$ cat src/hw/divsqrt_pkg.sv
// FP32 divide / square-root unit
// shared widths, FP32 field types, flag encodings, op and state types
`default_nettype none

package divsqrt_pkg;

  // --------------------
  // format
  localparam int FP_WIDTH  = 32;
  localparam int EXP_WIDTH = 8;
  localparam int MAN_WIDTH = 23;
  localparam int EXP_BIAS  = 127;

  typedef logic [FP_WIDTH-1:0]  fp_word_t;  // raw FP32 word
  typedef logic [EXP_WIDTH-1:0] exp_t;      // biased exponent field
  typedef logic [MAN_WIDTH:0]   sig_t;      // significand incl. hidden bit

  // --------------------
  // exception flags, {nv, dz, of, uf, nx}
  typedef logic [4:0] status_t;

  localparam status_t FLAG_NV = 5'b10000;  // invalid operation
  localparam status_t FLAG_DZ = 5'b01000;  // divide by zero
  localparam status_t FLAG_OF = 5'b00100;  // overflow
  localparam status_t FLAG_UF = 5'b00010;  // underflow
  localparam status_t FLAG_NX = 5'b00001;  // inexact

  // --------------------
  // operations and control states
  typedef enum logic {
    DIV  = 1'b0,
    SQRT = 1'b1
  } op_e;

  typedef enum logic [1:0] {
    IDLE = 2'd0,  // waiting for work
    BUSY = 2'd1,  // recurrence running
    HOLD = 2'd2   // result parked, downstream stalled
  } ctrl_state_e;

  // quiet NaN returned for every invalid or NaN case
  localparam fp_word_t CANON_NAN = 32'h7FC00000;

endpackage

`default_nettype wire

$ cat src/hw/pipe_stage.sv
// pipeline register stage with valid/ready flow control
// accepts when empty or when its content leaves in the same cycle,
// synchronous flush drops the held item
`timescale 1ns/1ps
`default_nettype none

module pipe_stage #(
  parameter int WIDTH = 8
) (
  input  logic             clk_i,
  input  logic             rst_i,
  input  logic             flush_i,
  // upstream side
  input  logic             valid_i,
  output logic             ready_o,
  input  logic [WIDTH-1:0] data_i,
  // downstream side
  output logic             valid_o,
  input  logic             ready_i,
  output logic [WIDTH-1:0] data_o
);

  logic             valid_q;
  logic [WIDTH-1:0] data_q;

  // stage can take new data if downstream pops us or we only hold a bubble
  assign ready_o = ready_i | ~valid_q;

  always_ff @(posedge clk_i) begin
    if (rst_i) begin
      valid_q <= 1'b0;
    end else if (flush_i) begin
      valid_q <= 1'b0;  // work in flight is dropped
    end else if (ready_o) begin
      valid_q <= valid_i;
    end
  end

  // payload only moves on an accepted item
  always_ff @(posedge clk_i) begin
    if (valid_i && ready_o) begin
      data_q <= data_i;
    end
  end

  assign valid_o = valid_q;
  assign data_o  = data_q;

endmodule

`default_nettype wire

$ cat src/hw/divsqrt_special.sv
// special-case check for FP32 divide and square root
// classifies both operands and produces the IEEE result and flags
// for NaN, infinity, zero and negative square-root inputs
`timescale 1ns/1ps
`default_nettype none

module divsqrt_special (
  input  divsqrt_pkg::op_e      op_i,
  input  divsqrt_pkg::fp_word_t operand_a_i,
  input  divsqrt_pkg::fp_word_t operand_b_i,
  output logic                  is_special_o,
  output divsqrt_pkg::fp_word_t result_o,
  output divsqrt_pkg::status_t  status_o
);

  localparam int FW = divsqrt_pkg::FP_WIDTH;
  localparam int EW = divsqrt_pkg::EXP_WIDTH;
  localparam int MW = divsqrt_pkg::MAN_WIDTH;

  divsqrt_pkg::exp_t     exp_a, exp_b;
  logic                  sign_a, sign_b, sign_res;
  logic                  nan_a, nan_b, snan_a, snan_b;
  logic                  inf_a, inf_b, zero_a, zero_b;
  divsqrt_pkg::fp_word_t inf_word, zero_word;

  // --------------------
  // operand classes
  assign sign_a = operand_a_i[FW-1];
  assign sign_b = operand_b_i[FW-1];
  assign exp_a  = operand_a_i[FW-2 -: EW];
  assign exp_b  = operand_b_i[FW-2 -: EW];

  assign nan_a  = (&exp_a) & (|operand_a_i[MW-1:0]);
  assign nan_b  = (&exp_b) & (|operand_b_i[MW-1:0]);
  assign snan_a = nan_a & ~operand_a_i[MW-1];  // quiet bit clear
  assign snan_b = nan_b & ~operand_b_i[MW-1];
  assign inf_a  = (&exp_a) & ~(|operand_a_i[MW-1:0]);
  assign inf_b  = (&exp_b) & ~(|operand_b_i[MW-1:0]);
  assign zero_a = ~(|exp_a);  // subnormals read as zero
  assign zero_b = ~(|exp_b);

  // sqrt only sees operand a
  assign sign_res  = sign_a ^ ((op_i == divsqrt_pkg::DIV) & sign_b);
  assign inf_word  = {sign_res, {EW{1'b1}}, {MW{1'b0}}};
  assign zero_word = {sign_res, {(FW-1){1'b0}}};

  // --------------------
  // result select
  always_comb begin
    is_special_o = 1'b1;
    result_o     = divsqrt_pkg::CANON_NAN;
    status_o     = '0;
    if (op_i == divsqrt_pkg::DIV) begin
      if (nan_a || nan_b) begin
        status_o = (snan_a || snan_b) ? divsqrt_pkg::FLAG_NV : '0;
      end else if ((zero_a && zero_b) || (inf_a && inf_b)) begin
        status_o = divsqrt_pkg::FLAG_NV;  // 0/0, inf/inf
      end else if (inf_a) begin
        result_o = inf_word;
      end else if (zero_b) begin
        result_o = inf_word;              // finite / 0
        status_o = divsqrt_pkg::FLAG_DZ;
      end else if (inf_b || zero_a) begin
        result_o = zero_word;
      end else begin
        is_special_o = 1'b0;              // both normal
      end
    end else begin
      if (nan_a) begin
        status_o = snan_a ? divsqrt_pkg::FLAG_NV : '0;
      end else if (sign_a && !zero_a) begin
        status_o = divsqrt_pkg::FLAG_NV;  // root of a negative number
      end else if (zero_a) begin
        result_o = zero_word;             // sqrt(+-0) = +-0
      end else if (inf_a) begin
        result_o = inf_word;
      end else begin
        is_special_o = 1'b0;
      end
    end
  end

endmodule

`default_nettype wire

$ cat src/hw/divsqrt_iter.sv
// radix-2 restoring divide / square-root recurrence for normal operands
// one result bit per cycle over 24 steps, then a pack cycle that
// truncates, checks the exponent range and raises the flags
// done pulses 25 cycles after start
`timescale 1ns/1ps
`default_nettype none

module divsqrt_iter (
  input  logic                  clk_i,
  input  logic                  rst_i,
  input  logic                  flush_i,
  input  logic                  start_i,
  input  divsqrt_pkg::op_e      op_i,
  input  divsqrt_pkg::fp_word_t operand_a_i,
  input  divsqrt_pkg::fp_word_t operand_b_i,
  output logic                  done_o,
  output divsqrt_pkg::fp_word_t result_o,
  output divsqrt_pkg::status_t  status_o
);

  localparam int FW      = divsqrt_pkg::FP_WIDTH;
  localparam int EW      = divsqrt_pkg::EXP_WIDTH;
  localparam int MW      = divsqrt_pkg::MAN_WIDTH;
  localparam int STEPS   = MW + 1;         // result bits incl. hidden bit
  localparam int RADW    = 2 * STEPS;      // sqrt radicand, two bits per step
  localparam int REMW    = MW + 2;         // partial remainder
  localparam int EXP_MAX = (1 << EW) - 2;  // largest finite biased exponent

  // --------------------
  // setup from the operands on start
  divsqrt_pkg::exp_t  exp_a, exp_b;
  divsqrt_pkg::sig_t  sig_a, sig_b;
  logic               a_lt_b;            // quotient below 1, align by one
  logic               odd_exp;           // sqrt exponent odd, double significand
  logic [EW+1:0]      unb_a, half_a, exp_init;
  logic [REMW-1:0]    rem_init;
  logic [RADW-1:0]    rad_init;

  assign exp_a  = operand_a_i[FW-2 -: EW];
  assign exp_b  = operand_b_i[FW-2 -: EW];
  assign sig_a  = {1'b1, operand_a_i[MW-1:0]};
  assign sig_b  = {1'b1, operand_b_i[MW-1:0]};
  assign a_lt_b = sig_a < sig_b;

  assign unb_a   = {2'b00, exp_a} - (EW+2)'(divsqrt_pkg::EXP_BIAS);
  assign odd_exp = unb_a[0];
  assign half_a  = unb_a - {{(EW+1){1'b0}}, odd_exp};

  always_comb begin
    if (op_i == divsqrt_pkg::DIV) begin
      exp_init = {2'b00, exp_a} - {2'b00, exp_b} + (EW+2)'(divsqrt_pkg::EXP_BIAS)
                 - {{(EW+1){1'b0}}, a_lt_b};
      rem_init = a_lt_b ? {sig_a, 1'b0} : {1'b0, sig_a};  // dividend in [b, 2b)
    end else begin
      exp_init = {half_a[EW+1], half_a[EW+1:1]} + (EW+2)'(divsqrt_pkg::EXP_BIAS);
      rem_init = '0;
    end
    rad_init = {(odd_exp ? {sig_a, 1'b0} : {1'b0, sig_a}), {MW{1'b0}}};
  end

  // --------------------
  // recurrence state
  logic                       active_q, done_q;
  logic [$clog2(STEPS+1)-1:0] cnt_q;        // steps completed
  divsqrt_pkg::op_e           op_q;
  logic                       sign_q;
  logic [EW+1:0]              exp_q;        // two's complement, may leave range
  logic [REMW-1:0]            rem_q;
  divsqrt_pkg::sig_t          quo_q, dvs_q; // quotient/root, divisor
  logic [RADW-1:0]            rad_q;
  logic                       last_step;

  // first step runs straight off the setup values
  divsqrt_pkg::op_e  cur_op;
  logic [REMW-1:0]   cur_rem, rem_nxt;
  divsqrt_pkg::sig_t cur_quo, cur_dvs;
  logic [RADW-1:0]   cur_rad;
  logic [REMW+1:0]   rem_cat, trial, rem_sub;
  logic              take;                  // trial subtraction fits

  assign cur_op  = start_i ? op_i     : op_q;
  assign cur_rem = start_i ? rem_init : rem_q;
  assign cur_quo = start_i ? '0       : quo_q;
  assign cur_dvs = start_i ? sig_b    : dvs_q;
  assign cur_rad = start_i ? rad_init : rad_q;

  always_comb begin
    if (cur_op == divsqrt_pkg::DIV) begin
      rem_cat = {2'b00, cur_rem};
      trial   = {3'b000, cur_dvs};
    end else begin
      rem_cat = {cur_rem, cur_rad[RADW-1 -: 2]};  // bring down two bits
      trial   = {1'b0, cur_quo, 2'b01};           // 4*root + 1
    end
    take    = rem_cat >= trial;
    rem_sub = take ? rem_cat - trial : rem_cat;
    if (cur_op == divsqrt_pkg::DIV) rem_nxt = {rem_sub[MW:0], 1'b0};
    else                            rem_nxt = rem_sub[REMW-1:0];
  end

  assign last_step = active_q && (cnt_q == STEPS);  // pack cycle

  // control, cleared by reset and flush
  always_ff @(posedge clk_i) begin
    if (rst_i || flush_i) begin
      active_q <= 1'b0;
      done_q   <= 1'b0;
      cnt_q    <= '0;
    end else begin
      done_q <= last_step;  // single-cycle pulse
      if (start_i) begin
        active_q <= 1'b1;
        cnt_q    <= 1;
      end else if (last_step) begin
        active_q <= 1'b0;
      end else if (active_q) begin
        cnt_q <= cnt_q + 1'b1;
      end
    end
  end

  // datapath
  always_ff @(posedge clk_i) begin
    if (start_i) begin
      op_q   <= op_i;
      sign_q <= (op_i == divsqrt_pkg::DIV) & (operand_a_i[FW-1] ^ operand_b_i[FW-1]);
      exp_q  <= exp_init;
      dvs_q  <= sig_b;
    end
    if (start_i || (active_q && !last_step)) begin
      rem_q <= rem_nxt;
      quo_q <= {cur_quo[MW-1:0], take};
      rad_q <= cur_rad << 2;
    end
  end

  // --------------------
  // pack, truncate toward zero
  always_ff @(posedge clk_i) begin
    if (last_step) begin
      if ($signed(exp_q) > EXP_MAX) begin
        result_o <= {sign_q, EW'(EXP_MAX), {MW{1'b1}}};  // largest finite
        status_o <= divsqrt_pkg::FLAG_OF | divsqrt_pkg::FLAG_NX;
      end else if ($signed(exp_q) < 1) begin
        result_o <= {sign_q, {(FW-1){1'b0}}};            // flush to zero
        status_o <= divsqrt_pkg::FLAG_UF | divsqrt_pkg::FLAG_NX;
      end else begin
        result_o <= {sign_q, exp_q[EW-1:0], quo_q[MW-1:0]};
        status_o <= (|rem_q) ? divsqrt_pkg::FLAG_NX : '0;  // bits lost
      end
    end
  end

  assign done_o = done_q;

endmodule

`default_nettype wire

$ cat src/hw/divsqrt_ctrl.sv
// control FSM of the divide / square-root unit
// IDLE takes work from the input stage, BUSY waits on the recurrence,
// HOLD parks a finished result while downstream is stalled
// also keeps the tag of the running operation and selects the output
`timescale 1ns/1ps
`default_nettype none

module divsqrt_ctrl #(
  parameter int TAG_WIDTH = 4
) (
  input  logic                  clk_i,
  input  logic                  rst_i,
  input  logic                  flush_i,
  input  logic                  in_valid_i,
  output logic                  in_ready_o,
  input  logic [TAG_WIDTH-1:0]  tag_i,
  input  logic                  is_special_i,
  input  divsqrt_pkg::fp_word_t special_result_i,
  input  divsqrt_pkg::status_t  special_status_i,
  output logic                  start_o,
  input  logic                  done_i,
  input  divsqrt_pkg::fp_word_t iter_result_i,
  input  divsqrt_pkg::status_t  iter_status_i,
  output logic                  out_valid_o,
  input  logic                  out_ready_i,
  output divsqrt_pkg::fp_word_t result_o,
  output divsqrt_pkg::status_t  status_o,
  output logic [TAG_WIDTH-1:0]  tag_o,
  output logic                  busy_o
);

  divsqrt_pkg::ctrl_state_e state_q, state_d;
  logic                     take_op;      // op leaves the input stage
  logic                     hold_load;    // park the offered result
  logic [TAG_WIDTH-1:0]     tag_q;
  divsqrt_pkg::fp_word_t    live_result, held_result_q;
  divsqrt_pkg::status_t     live_status, held_status_q;

  assign in_ready_o = (state_q == divsqrt_pkg::IDLE);  // stalls input outside IDLE
  assign take_op    = in_ready_o & in_valid_i & ~flush_i;
  assign start_o    = take_op & ~is_special_i;         // only normal ops iterate

  // --------------------
  // next state
  always_comb begin
    state_d     = state_q;
    out_valid_o = 1'b0;
    hold_load   = 1'b0;
    unique case (state_q)
      divsqrt_pkg::IDLE: begin
        if (take_op && is_special_i) begin
          out_valid_o = 1'b1;  // special result completes right away
          if (!out_ready_i) begin
            hold_load = 1'b1;
            state_d   = divsqrt_pkg::HOLD;
          end
        end else if (take_op) begin
          state_d = divsqrt_pkg::BUSY;
        end
      end
      divsqrt_pkg::BUSY: begin
        if (done_i) begin
          out_valid_o = 1'b1;
          if (out_ready_i) state_d = divsqrt_pkg::IDLE;
          else begin
            hold_load = 1'b1;
            state_d   = divsqrt_pkg::HOLD;
          end
        end
      end
      divsqrt_pkg::HOLD: begin
        out_valid_o = 1'b1;  // keep offering the parked result
        if (out_ready_i) state_d = divsqrt_pkg::IDLE;
      end
      default: state_d = divsqrt_pkg::IDLE;
    endcase
    // flush drops any result on offer
    if (flush_i) begin
      out_valid_o = 1'b0;
      hold_load   = 1'b0;
      state_d     = divsqrt_pkg::IDLE;
    end
  end

  always_ff @(posedge clk_i) begin
    if (rst_i) state_q <= divsqrt_pkg::IDLE;
    else       state_q <= state_d;
  end

  // --------------------
  // tag and hold register
  always_ff @(posedge clk_i) begin
    if (take_op) tag_q <= tag_i;
    if (hold_load) begin
      held_result_q <= live_result;
      held_status_q <= live_status;
    end
  end

  // special result only ever offered from IDLE
  assign live_result = (state_q == divsqrt_pkg::IDLE) ? special_result_i : iter_result_i;
  assign live_status = (state_q == divsqrt_pkg::IDLE) ? special_status_i : iter_status_i;

  assign result_o = (state_q == divsqrt_pkg::HOLD) ? held_result_q : live_result;
  assign status_o = (state_q == divsqrt_pkg::HOLD) ? held_status_q : live_status;
  assign tag_o    = (state_q == divsqrt_pkg::IDLE) ? tag_i : tag_q;  // tag_q not loaded yet
  assign busy_o   = (state_q != divsqrt_pkg::IDLE);

endmodule

`default_nettype wire

$ cat src/hw/divsqrt_top.sv
// FP32 divide / square-root unit, top level
// input register stage, special-case check, restoring recurrence,
// control FSM and output register stage, with valid/ready on both sides
`timescale 1ns/1ps
`default_nettype none

module divsqrt_top #(
  parameter int TAG_WIDTH = 4
) (
  input  logic                  clk_i,
  input  logic                  rst_i,
  input  divsqrt_pkg::fp_word_t operand_a_i,
  input  divsqrt_pkg::fp_word_t operand_b_i,
  input  divsqrt_pkg::op_e      op_i,
  input  logic [TAG_WIDTH-1:0]  tag_i,
  input  logic                  in_valid_i,
  output logic                  in_ready_o,
  input  logic                  flush_i,
  output divsqrt_pkg::fp_word_t result_o,
  output divsqrt_pkg::status_t  status_o,
  output logic [TAG_WIDTH-1:0]  tag_o,
  output logic                  out_valid_o,
  input  logic                  out_ready_i,
  output logic                  busy_o
);

  localparam int FW    = divsqrt_pkg::FP_WIDTH;
  localparam int SW    = $bits(divsqrt_pkg::status_t);
  localparam int IN_W  = 1 + 2 * FW + TAG_WIDTH;  // {op, a, b, tag}
  localparam int OUT_W = FW + SW + TAG_WIDTH;     // {result, status, tag}

  // --------------------
  // input stage
  logic [IN_W-1:0]       in_data;
  logic                  in_valid_q, in_ready_q;
  divsqrt_pkg::op_e      op_q;
  divsqrt_pkg::fp_word_t opa_q, opb_q;
  logic [TAG_WIDTH-1:0]  tag_q;

  pipe_stage #(.WIDTH(IN_W)) u_in_stage (
    .clk_i   (clk_i),
    .rst_i   (rst_i),
    .flush_i (flush_i),
    .valid_i (in_valid_i),
    .ready_o (in_ready_o),
    .data_i  ({op_i, operand_a_i, operand_b_i, tag_i}),
    .valid_o (in_valid_q),
    .ready_i (in_ready_q),
    .data_o  (in_data)
  );

  assign op_q  = divsqrt_pkg::op_e'(in_data[IN_W-1]);
  assign opa_q = in_data[IN_W-2 -: FW];
  assign opb_q = in_data[TAG_WIDTH +: FW];
  assign tag_q = in_data[TAG_WIDTH-1:0];

  // --------------------
  // datapath
  logic                  is_special, start, done;
  divsqrt_pkg::fp_word_t spec_result, iter_result;
  divsqrt_pkg::status_t  spec_status, iter_status;

  divsqrt_special u_special (
    .op_i         (op_q),
    .operand_a_i  (opa_q),
    .operand_b_i  (opb_q),
    .is_special_o (is_special),
    .result_o     (spec_result),
    .status_o     (spec_status)
  );

  divsqrt_iter u_iter (
    .clk_i       (clk_i),
    .rst_i       (rst_i),
    .flush_i     (flush_i),
    .start_i     (start),
    .op_i        (op_q),
    .operand_a_i (opa_q),
    .operand_b_i (opb_q),
    .done_o      (done),
    .result_o    (iter_result),
    .status_o    (iter_status)
  );

  // --------------------
  // control and output stage
  logic                  res_valid, res_ready, ctrl_busy;
  divsqrt_pkg::fp_word_t res_result;
  divsqrt_pkg::status_t  res_status;
  logic [TAG_WIDTH-1:0]  res_tag;
  logic [OUT_W-1:0]      out_data;

  divsqrt_ctrl #(.TAG_WIDTH(TAG_WIDTH)) u_ctrl (
    .clk_i            (clk_i),
    .rst_i            (rst_i),
    .flush_i          (flush_i),
    .in_valid_i       (in_valid_q),
    .in_ready_o       (in_ready_q),
    .tag_i            (tag_q),
    .is_special_i     (is_special),
    .special_result_i (spec_result),
    .special_status_i (spec_status),
    .start_o          (start),
    .done_i           (done),
    .iter_result_i    (iter_result),
    .iter_status_i    (iter_status),
    .out_valid_o      (res_valid),
    .out_ready_i      (res_ready),
    .result_o         (res_result),
    .status_o         (res_status),
    .tag_o            (res_tag),
    .busy_o           (ctrl_busy)
  );

  pipe_stage #(.WIDTH(OUT_W)) u_out_stage (
    .clk_i   (clk_i),
    .rst_i   (rst_i),
    .flush_i (flush_i),
    .valid_i (res_valid),
    .ready_o (res_ready),
    .data_i  ({res_result, res_status, res_tag}),
    .valid_o (out_valid_o),
    .ready_i (out_ready_i),
    .data_o  (out_data)
  );

  assign {result_o, status_o, tag_o} = out_data;
  assign busy_o = in_valid_q | ctrl_busy | out_valid_o;  // anything in flight

endmodule

`default_nettype wire

$ cat config.mk
export PLATFORM = sky130hd
export DESIGN_NAME = divsqrt_top
export DESIGN_NICKNAME = d
export VERILOG_FILES = /design/src/hw/divsqrt_pkg.sv /design/src/hw/pipe_stage.sv /design/src/hw/divsqrt_special.sv /design/src/hw/divsqrt_iter.sv /design/src/hw/divsqrt_ctrl.sv /design/src/hw/divsqrt_top.sv
export SDC_FILE = /design/constraint.sdc
export NUM_CORES = 1
export LEC_CHECK = 0
export BUFFER_PORTS_ARGS = -buffer_cell sky130_fd_sc_hd__buf_4
export CORE_ASPECT_RATIO = 2
export CORE_MARGIN = 1.5
export CORE_UTILIZATION = 62
export CTS_CLUSTER_SIZE = 30
export DETAILED_ROUTE_END_ITERATION = 10
export MAX_ROUTING_LAYER = met4
export PLACE_DENSITY = 0.91
export SLEW_MARGIN = 30
export SYNTH_ARGS = -nofsm -noshare
export SYNTH_HDL_FRONTEND = slang
export SYNTH_HIERARCHICAL = 1
export SYNTH_SLANG_ARGS = --single-unit
$ cat constraint.sdc
create_clock -name clk_i -period 9.2 [get_ports clk_i]
set_clock_uncertainty 0.2 [all_clocks]
set_input_delay 0.46 -clock clk_i [delete_from_list [all_inputs] [get_ports clk_i]]
set_output_delay 0.46 -clock clk_i [all_outputs]
set_load 0.01 [all_outputs]
==> out/metrics.csv, run 1 <==
stage;metric;value;unit
sta;Final Hold Viols;0;
worst_setup_path;crit end category;register;
clocking;cts-stage hold buffer count;73;
synth;Synth Area in Adders;5.168;%
synth;synthesized cell area;17620;µm²
clocking;clk_lat worst skew;0.56;ns
clocking;clk root buf;clkbuf_16;
route;Routed WL per cell;21.67;µm
placed_design;pre-CTS setup slack;1.628;ns
synth;main flop type after synthesis;edfxtp_1;
synth;top cells by area, synth;edfxtp_1 (46%), mux2i_1 (7.6%), ha_1 (4.8%);
power;Static Leak;0.007806;µW
route;drc violations;0;
clocking;Inserted Clock Buffers;27;
sta;worst slew margin relative to its limit;36.36;%
die;row count;87;
route;via count;13250;
synth;Seq cells post-synth;305;
global_routing;total track usage;31.75;%
synth;Seq/Total Area, Yosys;49.92;%
layout;final core occ;71.76;%
synth;syn_area_per_cell;11.05;µm²
placed_design;Buffers on Ports;117;
global_routing;vias in the first global route;13270;
global_routing;largest net degree at the start of global routing;107;
worst_setup_path;CP Launch Type;register;
synth;Synth top cells by count;edfxtp_1 (269), nor2_1 (151), mux2i_1 (133), nand2_1 (113), o21ai_0 (94);
worst_setup_path;crit path from;u_in_stage/data_o[58];
clocking;post_cts resized;0;
sta;Worst Setup Slack, final;1.475;ns
synth;xor/xnor cell area share of the yosys netlist;2.236;%
clocking;clock-pin slew on the worst setup and hold paths;0.07;ns
power;Clock power frac;28.0;%
sta;fin crit period;7.725;ns
power;VDD IR-drop max;0.0002020;V
sta;RSZ-0062 raised after global routing;no;
worst_setup_path;CP Class;register to register;
worst_hold_path;Hold WC Path Type;primary input to register;
synth;Synth top area share;45.83;%
layout;nets;1889;
layout;layout cells sized above 1;15.07;%
worst_setup_path;worst path required time;9.28;ns
placed_design;RePlAce Congestion;1.032;
placed_design;HPWL after detailed placement;32.43;mm
global_routing;first-pass GRT wire length;69.89;mm
worst_setup_path;CP arrival;7.81;ns
power;PwrDens;196.8;nW/µm²
die;die width;122.2;µm
job;Max Cap Viol;0;
sta;sum of negative setup slack;0;ns
power;Comb pwr share;30.4;%
synth;Mapped Cells;1595;
die;I/O pins;118;
sta;f_max;129.5;MHz
synth;post-synthesis simple-gate area fraction;12.28;%
worst_setup_path;Critical Path Sink;u_iter/rem_q[21];
synth;largest family of logic cells by synthesized area;compound AO/OA/AOI/OAI gates;
synth;post-synthesis compound-gate area fraction;12.57;%
synth;EDFF count, synth;269;
power;PnR Total Power;3966;µW
worst_hold_path;Worst Hold Path Cells;3;
worst_setup_path;R2R cell count;23;
clocking;CTS sink count;305;
global_routing;grt ovf;0;
power;switching power;1250;µW
die;DIE HEIGHT;241.4;µm
worst_setup_path;reg2reg start;u_in_stage/data_o[58];
route;WL final;45.95;mm
clocking;postcts setup bufs;0;
die;Die ar.;29510;µm²
die;initial core utilization;62.76;%
route;Pre-Repair DR Iteration Count;6;
power;sw frac;31.51;%
route;1st-iter DRT viols;1204;
global_routing;initial antenna violation count;0;
clocking;maximum clock path buffer count;3;
layout;n_diodes;0;
run_status;status;finished clean;
clocking;CTS tree;built;
layout;synth-to-layout area growth;14.35;%
worst_setup_path;r2r setup slk;1.48;ns
worst_setup_path;CP Max Fanout;44;
route;Via density;6.247;
synth;synth unique cells;91;
power;sequential power share;41.7;%
layout;fillers;1948;
synth;YS warnings;6;
power;P_int;2716;µW
route;Routed Antenna Nets;0;
placed_design;DP Cell Count;1996;
synth;top-count cell post-synth;edfxtp_1;
layout;Finished Layout Cells;2121;
sta;actual slew at the worst max-slew pin;0.9546;ns
synth;mux cell area share after synthesis;12.03;%
synth;asr flop ratio synth;0;%
sta;Tcrit/Tclk final;83.96;%
synth;post-synth top area cell;edfxtp_1;
sta;Slew Viols, Final;0;
die;core box area;28080;µm²
worst_setup_path;worst r2r dst;u_iter/rem_q[21];
clocking;H-tree levels;1;
sta;endpoints failing setup;0;
==> registers in the layout, summed over array words and instances, names as in the netlist, 2 cells and up <==
signal and count:
u_iter/status_o 3, u_iter/rad_q 23, u_ctrl/held_result_q 32, u_ctrl/held_status_q 5, u_out_stage/data_o 41, u_iter/exp_q 10
u_iter/cnt_q 5, u_ctrl/state_q 2, u_ctrl/tag_q 4, u_iter/dvs_q 24, u_iter/rem_q 25, u_iter/quo_q 24
u_in_stage/data_o 69, u_iter/result_o 32
==> cell usage in the layout, fill, tap and decap left out, types with 4 or more instances in the layout <==
master         instances
a21oi_1               80
o21ai_0               94
nand4_1               19
mux2i_1              133
clkinvlp_4             4
o22a_1                23
xor2_1                16
clkbuf_1              11
a221oi_1               5
mux2_4                39
or2_1                  4
and3_1                10
nor2b_1               35
dfxtp_1               33
nor3_1                17
o21ai_1                4
o22ai_1               18
xnor2_1               29
ha_1                  68
or3_1                  9
edfxtp_1             269
a211oi_1               7
o21a_1                10
nor3b_1                7
buf_4                134
mux2_2                18
dlygate4sd3_1         73
nor4_1                22
conb_1                27
a21o_1                22
inv_1                 89
clkbuf_16             27
nand3_1               18
nand2b_1               7
nand2_1              112
nor2_1               150
o211ai_1              10
o31ai_1                5
o21bai_1              10
a31oi_1                5
==> kinds of logic after synthesis <==
kind of cell	Yosys count
AO/OA/AOI/OAI	336
XOR/XNOR	45
adder cells (fa/ha/maj)	71
buffers and inverters	204
flip-flops	305
multiplexers	190
other	2
AND/OR/NAND/NOR	442
==> cell type report <==
type	count	area, µm²	area share (%)
clock buffers	38	716.9	3.557
clock inverters	12	125.1	0.6208
inverters	90	345.3	1.713
multi-input cells	1111	7925	39.32
flip-flops and latches	305	8805	43.69
well taps	356	445.4	2.210
repair buffers	209	1792	8.890
==> metrics by stage <==
stage	area (µm²)	hold WS [ns]
after floorplan	17720	0.2003
after global placement	18520	0.2021
after detailed placement	18530	0.2056
after CTS	20100	0.004467
after global routing	20150	0.02605
final	20150	0.02619
==> power groups by stage <==
stage | clock network [µW] | registers, µW | logic (µW)
3_5_place_dp | 0 | 1680 | 1130
2_1_floorplan | 0 | 1660 | 889
5_1_grt | 1170 | 1660 | 1290
6_report | 1110 | 1650 | 1200
3_3_place_gp | 0 | 1680 | 1110
4_1_cts | 1120 | 1650 | 1160
==> worst min path at each step <==
stage,endpoint,from,slack (ns)
3_3_place_gp,u_iter/result_o[31],u_iter/sign_q,0.20
2_1_floorplan,u_iter/result_o[31],u_iter/sign_q,0.20
3_5_place_dp,u_iter/result_o[31],u_iter/sign_q,0.21
4_1_cts,u_ctrl/state_q[1],out_ready_i,0.004
6_report,u_ctrl/state_q[1],out_ready_i,0.03
5_1_grt,u_ctrl/state_q[1],out_ready_i,0.03
==> metal layers <==
metal,vias to the layer above,global-route usage (%),wire length (µm)
li1,6106,-,-
met1,6337,32.13,15390
met2,587,56.00,24270
met3,220,3.790,2503
met4,0,22.27,3791
met5,-,-,0
==> worst max-delay path: stages, from the launching register on <==
cell and delay [ns]:
edfxtp_1 0.62, ha_1 0.41, nand3_1 0.23, or4_4 0.63, o21a_1 0.21, nand2_1 0.27, or2_1 0.23, buf_4 0.45
mux2_2 0.39, o211ai_1 0.14, o21ai_0 0.25, ha_1 0.41, nor2b_1 0.14, o31a_1 0.28, or4_4 0.46, and3_1 0.20
or2_0 0.28, a221o_1 0.41, o2111ai_1 0.12, o211ai_2 0.12, buf_4 0.31, and2_4 0.24, a221oi_1 0.26, o21ai_0 0.16
Note: power is estimated with default switching activity, not from simulation.
==> run 2, diff against run 1 <==
--- a/config.mk
+++ b/config.mk
@@ -5,14 +5,15 @@
 export SDC_FILE = /design/constraint.sdc
 export NUM_CORES = 1
 export LEC_CHECK = 0
+export ABC_AREA = 1
 export BUFFER_PORTS_ARGS = -buffer_cell sky130_fd_sc_hd__buf_4
 export CORE_ASPECT_RATIO = 2
 export CORE_MARGIN = 1.5
-export CORE_UTILIZATION = 62
+export CORE_UTILIZATION = 55
 export CTS_CLUSTER_SIZE = 30
 export DETAILED_ROUTE_END_ITERATION = 10
 export MAX_ROUTING_LAYER = met4
-export PLACE_DENSITY = 0.91
+export PLACE_DENSITY = 0.87
 export SLEW_MARGIN = 30
 export SYNTH_ARGS = -nofsm -noshare
 export SYNTH_HDL_FRONTEND = slang
==> constraint.sdc (replaced) <==
create_clock -name clk_i -period 6.5 [get_ports clk_i]
set_clock_uncertainty 0.2 [all_clocks]
set_input_delay 0.325 -clock clk_i [delete_from_list [all_inputs] [get_ports clk_i]]
set_output_delay 0.325 -clock clk_i [all_outputs]
set_load 0.01 [all_outputs]
==> out/metrics.csv, run 2 <==
stage;metric;value;unit
worst_setup_path;Crit path max-delay family;simple AND/OR/NAND/NOR gates;
route;Pre-Repair DR Iteration Count;7;
run_status;status;finished clean;
sta;RSZ-0062 raised after global routing;no;
synth;Synth top area share;47.84;%
synth;main flop type after synthesis;edfxtp_1;
sta;fin crit period;6.079;ns
synth;synth unique cells;55;
die;initial core utilization;55.95;%
worst_hold_path;Hold WC Path Type;register to register;
route;WL final;49.48;mm
die;I/O pins;118;
synth;asr flop ratio synth;0;%
route;Routed WL per cell;20.31;µm
worst_setup_path;Buf/Inv on CP;9;
worst_setup_path;CP Class;register to register;
power;Static Leak;0.008495;µW
worst_setup_path;CP Launch Type;register;
global_routing;grt ovf;0;
global_routing;total track usage;31.63;%
power;P_int;3762;µW
sta;Slew Viols, Final;0;
global_routing;largest net degree at the start of global routing;75;
worst_setup_path;max incr delay on CP;0.46;ns
power;Clock power frac;30.5;%
layout;max reg flops;69;
layout;most frequent cells in the layout;nand2_1 (443), edfxtp_1 (269), inv_1 (214);
global_routing;GRT busiest layer;met2;
synth;Seq cells post-synth;305;
synth;top cells by area, synth;edfxtp_1 (48%), nand2_1 (9.9%), ha_1 (5.0%);
clocking;clk root buf;clkbuf_16;
worst_setup_path;CP Max Fanout;37;
clocking;CTS sink count;305;
die;DIE HEIGHT;250.8;µm
synth;top-count cell post-synth;nand2_1;
sta;Tcrit/Tclk final;93.52;%
clocking;H-tree levels;1;
clocking;maximum clock path buffer count;3;
global_routing;initial antenna violation count;2;
job;Max Cap Viol;0;
sta;sum of negative setup slack;0;ns
global_routing;vias in the first global route;14080;
synth;synthesized cell area;16880;µm²
global_routing;GRT met3 Usage;3.639;%
power;sequential power share;40.8;%
worst_setup_path;crit end category;register;
placed_design;HPWL after detailed placement;35.52;mm
route;1st-iter DRT viols;1079;
sta;Worst Setup Slack, final;0.4210;ns
layout;nets;2190;
power;Comb pwr share;28.8;%
power;PwrDens;284.8;nW/µm²
synth;YS warnings;6;
synth;Seq/Total Area, Yosys;52.11;%
power;VDD IR-drop max;0.0002886;V
layout;synth-to-layout area growth;17.28;%
die;die width;126.9;µm
placed_design;RePlAce Congestion;1.074;
clocking;clock-pin slew on the worst setup and hold paths;0.07;ns
worst_setup_path;worst path required time;6.62;ns
synth;syn_area_per_cell;9.078;µm²
power;switching power;1876;µW
route;Via density;5.822;
die;Die ar.;31820;µm²
global_routing;Global Route met2 Usage;57.55;%
worst_setup_path;Critical-path top delay cell;edfxtp_1;
sta;actual slew at the worst max-slew pin;0.9803;ns
power;sw frac;33.28;%
worst_setup_path;most frequent CP cell;nand2_1;
clocking;clk_lat worst skew;0.59;ns
die;core box area;30180;µm²
worst_setup_path;CP arrival;6.20;ns
placed_design;Buffers on Ports;117;
route;drc violations;0;
power;PnR Total Power;5639;µW
layout;layout cells sized above 1;13.84;%
sta;Final Hold Viols;0;
clocking;CTS tree;built;
global_routing;first-pass GRT wire length;74.36;mm
synth;post-synth top area cell;edfxtp_1;
die;row count;90;
sta;f_max;164.5;MHz
synth;Synth top cells by count;nand2_1 (444), edfxtp_1 (269), inv_1 (214), nor2_1 (175), a21oi_1 (86);
route;via count;14180;
sta;endpoints failing setup;0;
layout;commonest non-fill, non-tap cell in the layout;nand2_1;
sta;worst slew margin relative to its limit;34.64;%
route;Routed Antenna Nets;0;
synth;EDFF count, synth;269;
global_routing;met1 usage;29.21;%
synth;Mapped Cells;1860;
placed_design;pre-CTS setup slack;0.3804;ns
clocking;Inserted Clock Buffers;27;
-- run 2: cell count changes in the layout (fill, tap and decap cells not counted), sizes merged, moves of 20 or more --
cell / change
inv: +135
o22a: -23
o221ai: +20
mux2i: -133
nand3: +72
mux2: -57
nand2: +346
a31oi: +39
nor2: +41
nor2b: -35
-- run 2: worst paths after layout --
kind | startpoint | end | slack [ns] | cells after the start
worst max-delay path | u_in_stage/data_o[43] | u_iter/rem_q[16] | 0.42 | 37
worst min-delay path | u_iter/dvs_q[23] | u_iter/dvs_q[23] | 0.23 | 1
worst max register to register | u_in_stage/data_o[43] | u_iter/rem_q[16] | 0.42 | 37
worst min register to register | u_iter/dvs_q[23] | u_iter/dvs_q[23] | 0.23 | 1
-- run 2: final cells by class --
class                   instances  area (µm²)
diodes                          2       5.005
clock buffers                  30       706.9
clock inverters                20       232.7
fillers                      2387       10380
inverters                     228       855.8
multi-input cells            1252        6783
flip-flops and latches        305        8798
well taps                     368       460.4
repair buffers                231        1961
-- run 2: power by group through the flow --
stage                     sequential [µW]  clock, µW  combinational [µW]
final                                2300       1720                1620
after global routing                 2300       1810                1760
after CTS                            2300       1720                1550
after detailed placement             2340          0                1500
after global placement               2340          0                1490
after floorplan                      2320          0                1050
-- run 2: cell families after synthesis --
group	share of synthesized area, %
buffers and inverters	8.618
AND/OR/NAND/NOR	21.18
XOR/XNOR	1.712
flip-flops	52.11
other	0.04448
AO/OA/AOI/OAI	10.94
adder cells (fa/ha/maj)	5.395
-- run 2: what timing repair did --
action / CTS / global route
hold buffers: 76 / 0
endpoints found under the setup margin: 0 / 25
setup buffers: 0 / 3
hold endpoints to repair: 76 / 0
resized for setup: 0 / 2
-- run 2: metrics by stage --
stage               std cells  utilization, %  area (µm²)  hold slack [ns]
floorplan                1885               -       16980           0.2003
global placement         2303           59.67       18010           0.2016
detailed placement       2304           59.76       18040           0.2142
CTS                      2430           65.40       19740           0.2341
global route             2436           65.62       19800           0.2472
finish                   2436           65.62       19800           0.2349
-- run 2: routing by layer --
layer / part of all wire [%] / vias up
met1: 32 / 6590
li1: - / 6650
met4: 10 / 0
met5: 0 / -
met3: 5.4 / 264
met2: 53 / 679
==> run 3, diff against run 2 <==
--- a/config.mk
+++ b/config.mk
@@ -6,7 +6,7 @@
 export NUM_CORES = 1
 export LEC_CHECK = 0
 export ABC_AREA = 1
-export BUFFER_PORTS_ARGS = -buffer_cell sky130_fd_sc_hd__buf_4
+export BUFFER_PORTS_ARGS = -buffer_cell sky130_fd_sc_hd__buf_2
 export CORE_ASPECT_RATIO = 2
 export CORE_MARGIN = 1.5
 export CORE_UTILIZATION = 55
==> out/metrics.csv, run 3 (same netlist as run 2, synthesis figures left out) <==
stage;metric;value;unit
worst_setup_path;Crit path max-delay family;simple AND/OR/NAND/NOR gates;
worst_setup_path;Buf/Inv on CP;7;
clocking;maximum clock path buffer count;3;
worst_setup_path;CP arrival;6.19;ns
worst_setup_path;CP Launch Type;register;
job;Max Cap Viol;0;
die;I/O pins;118;
sta;Slew Viols, Final;0;
die;Die ar.;31820;µm²
layout;layout cells sized above 1;13.05;%
layout;Design Area, Final;19340;µm²
worst_setup_path;CP Max Fanout;35;
clocking;Inserted Clock Buffers;26;
sta;f_max;164.7;MHz
worst_setup_path;crit end category;register;
layout;synth-to-layout area growth;14.53;%
route;Pre-Repair DR Iteration Count;5;
worst_hold_path;Hold WC Path Type;register to register;
route;Via density;5.777;
clocking;CTS sink count;305;
placed_design;Buffers on Ports;117;
worst_setup_path;worst path required time;6.62;ns
sta;Tcrit/Tclk final;93.38;%
clocking;CTS tree;built;
power;VDD IR-drop max;0.0002468;V
layout;most frequent cells in the layout;nand2_1 (443), edfxtp_1 (269), inv_1 (214);
worst_setup_path;most frequent CP cell;nor2_1;
global_routing;vias in the first global route;13880;
power;PwrDens;279.2;nW/µm²
layout;n_diodes;0;
global_routing;grt ovf;0;
route;1st-iter DRT viols;1096;
global_routing;total track usage;30.89;%
route;Routed Antenna Nets;0;
worst_setup_path;Critical-path top delay cell;o21ai_0;
global_routing;first-pass GRT wire length;73.00;mm
worst_setup_path;max incr delay on CP;0.76;ns
global_routing;largest net degree at the start of global routing;74;
placed_design;DP Cell Count;2299;
route;drc violations;0;
power;PnR Total Power;5400;µW
die;core box area;30180;µm²
global_routing;initial antenna violation count;0;
sta;actual slew at the worst max-slew pin;1.089;ns
layout;commonest non-fill, non-tap cell in the layout;nand2_1;
sta;Final Hold Viols;0;
worst_setup_path;CP Class;register to register;
placed_design;RePlAce Congestion;1.044;
layout;final core occ;64.08;%
layout;Finished Layout Cells;2421;
sta;fin crit period;6.070;ns
power;Static Leak;0.008298;µW
sta;worst slew margin relative to its limit;26.66;%
die;die width;126.9;µm
sta;endpoints failing setup;0;
die;row count;90;
layout;max reg flops;69;
die;DIE HEIGHT;250.8;µm
placed_design;HPWL after detailed placement;34.56;mm
clocking;clk root buf;clkbuf_16;
placed_design;DP Area;17740;µm²
run_status;status;finished clean;
die;initial core utilization;55.95;%
clocking;H-tree levels;1;
route;via count;13990;
layout;nets;2180;
clocking;clk_lat worst skew;0.57;ns
route;WL final;47.46;mm
clocking;clock-pin slew on the worst setup and hold paths;0.07;ns
route;Routed WL per cell;19.60;µm
run 3: what timing repair did:
item / 4_1_cts / 5_1_grt
gates resized for setup: 0 / 6
setup buffers: 0 / 0
endpoints found under the setup margin: 0 / 25
hold buffers: 75 / 0
hold endpoints to repair: 76 / 0
run 3: stage by stage:
stage	setup slack, ns	hold slack [ns]	TNS [ns]
6_report	0.4301	0.2199	0
5_1_grt	-0.002745	0.2395	-0.002876
4_1_cts	0.4420	0.2237	0
3_5_place_dp	0.4569	0.2071	0
3_3_place_gp	0.5584	0.2017	0
2_1_floorplan	0.4945	0.2003	0
run 3: area by class of cell:
class | count | area [µm²]
Clock buffer | 33 | 676.9
Clock inverter | 13 | 131.4
Fill cell | 2396 | 10840
Inverter | 228 | 859.6
Multi-Input combinational cell | 1252 | 6785
Sequential cell | 305 | 8798
Tap cell | 368 | 460.4
Timing Repair Buffer | 222 | 1627
run 3: power by group:
part / internal, µW / switching [µW] / total (µW)
clock network: 821 / 711 / 1530
registers: 2250 / 50.2 / 2300
logic: 539 / 1030 / 1570
run 3: worst reg2reg max path, delay by kind of cell, from the launching register on:
family	cells	cell delay (ns)
AND/OR/NAND/NOR	18	2.52
flip-flops	1	0.44
adder cells (fa/ha/maj)	1	0.36
AO/OA/AOI/OAI	2	1.01
buffers and inverters	7	1.32
run 3: per-layer routing:
metal  up-vias  part of all wire (%)  global-route usage (%)
met4         0                    11                   26.49
li1       6614                     -                       -
met1      6459                    31                   28.26
met2       668                    52                   55.09
met5         -                     0                       -
met3       246                   6.2                   4.512
run 3: worst paths after layout:
kind | startpoint | endpoint | slack, ns | cells past startpoint
worst min register to register | u_iter/sign_q | u_iter/result_o[31] | 0.22 | 0
worst max-delay path | u_in_stage/data_o[39] | u_iter/rem_q[23] | 0.43 | 28
worst max register to register | u_in_stage/data_o[39] | u_iter/rem_q[23] | 0.43 | 28
worst min-delay path | u_iter/sign_q | u_iter/result_o[31] | 0.22 | 0
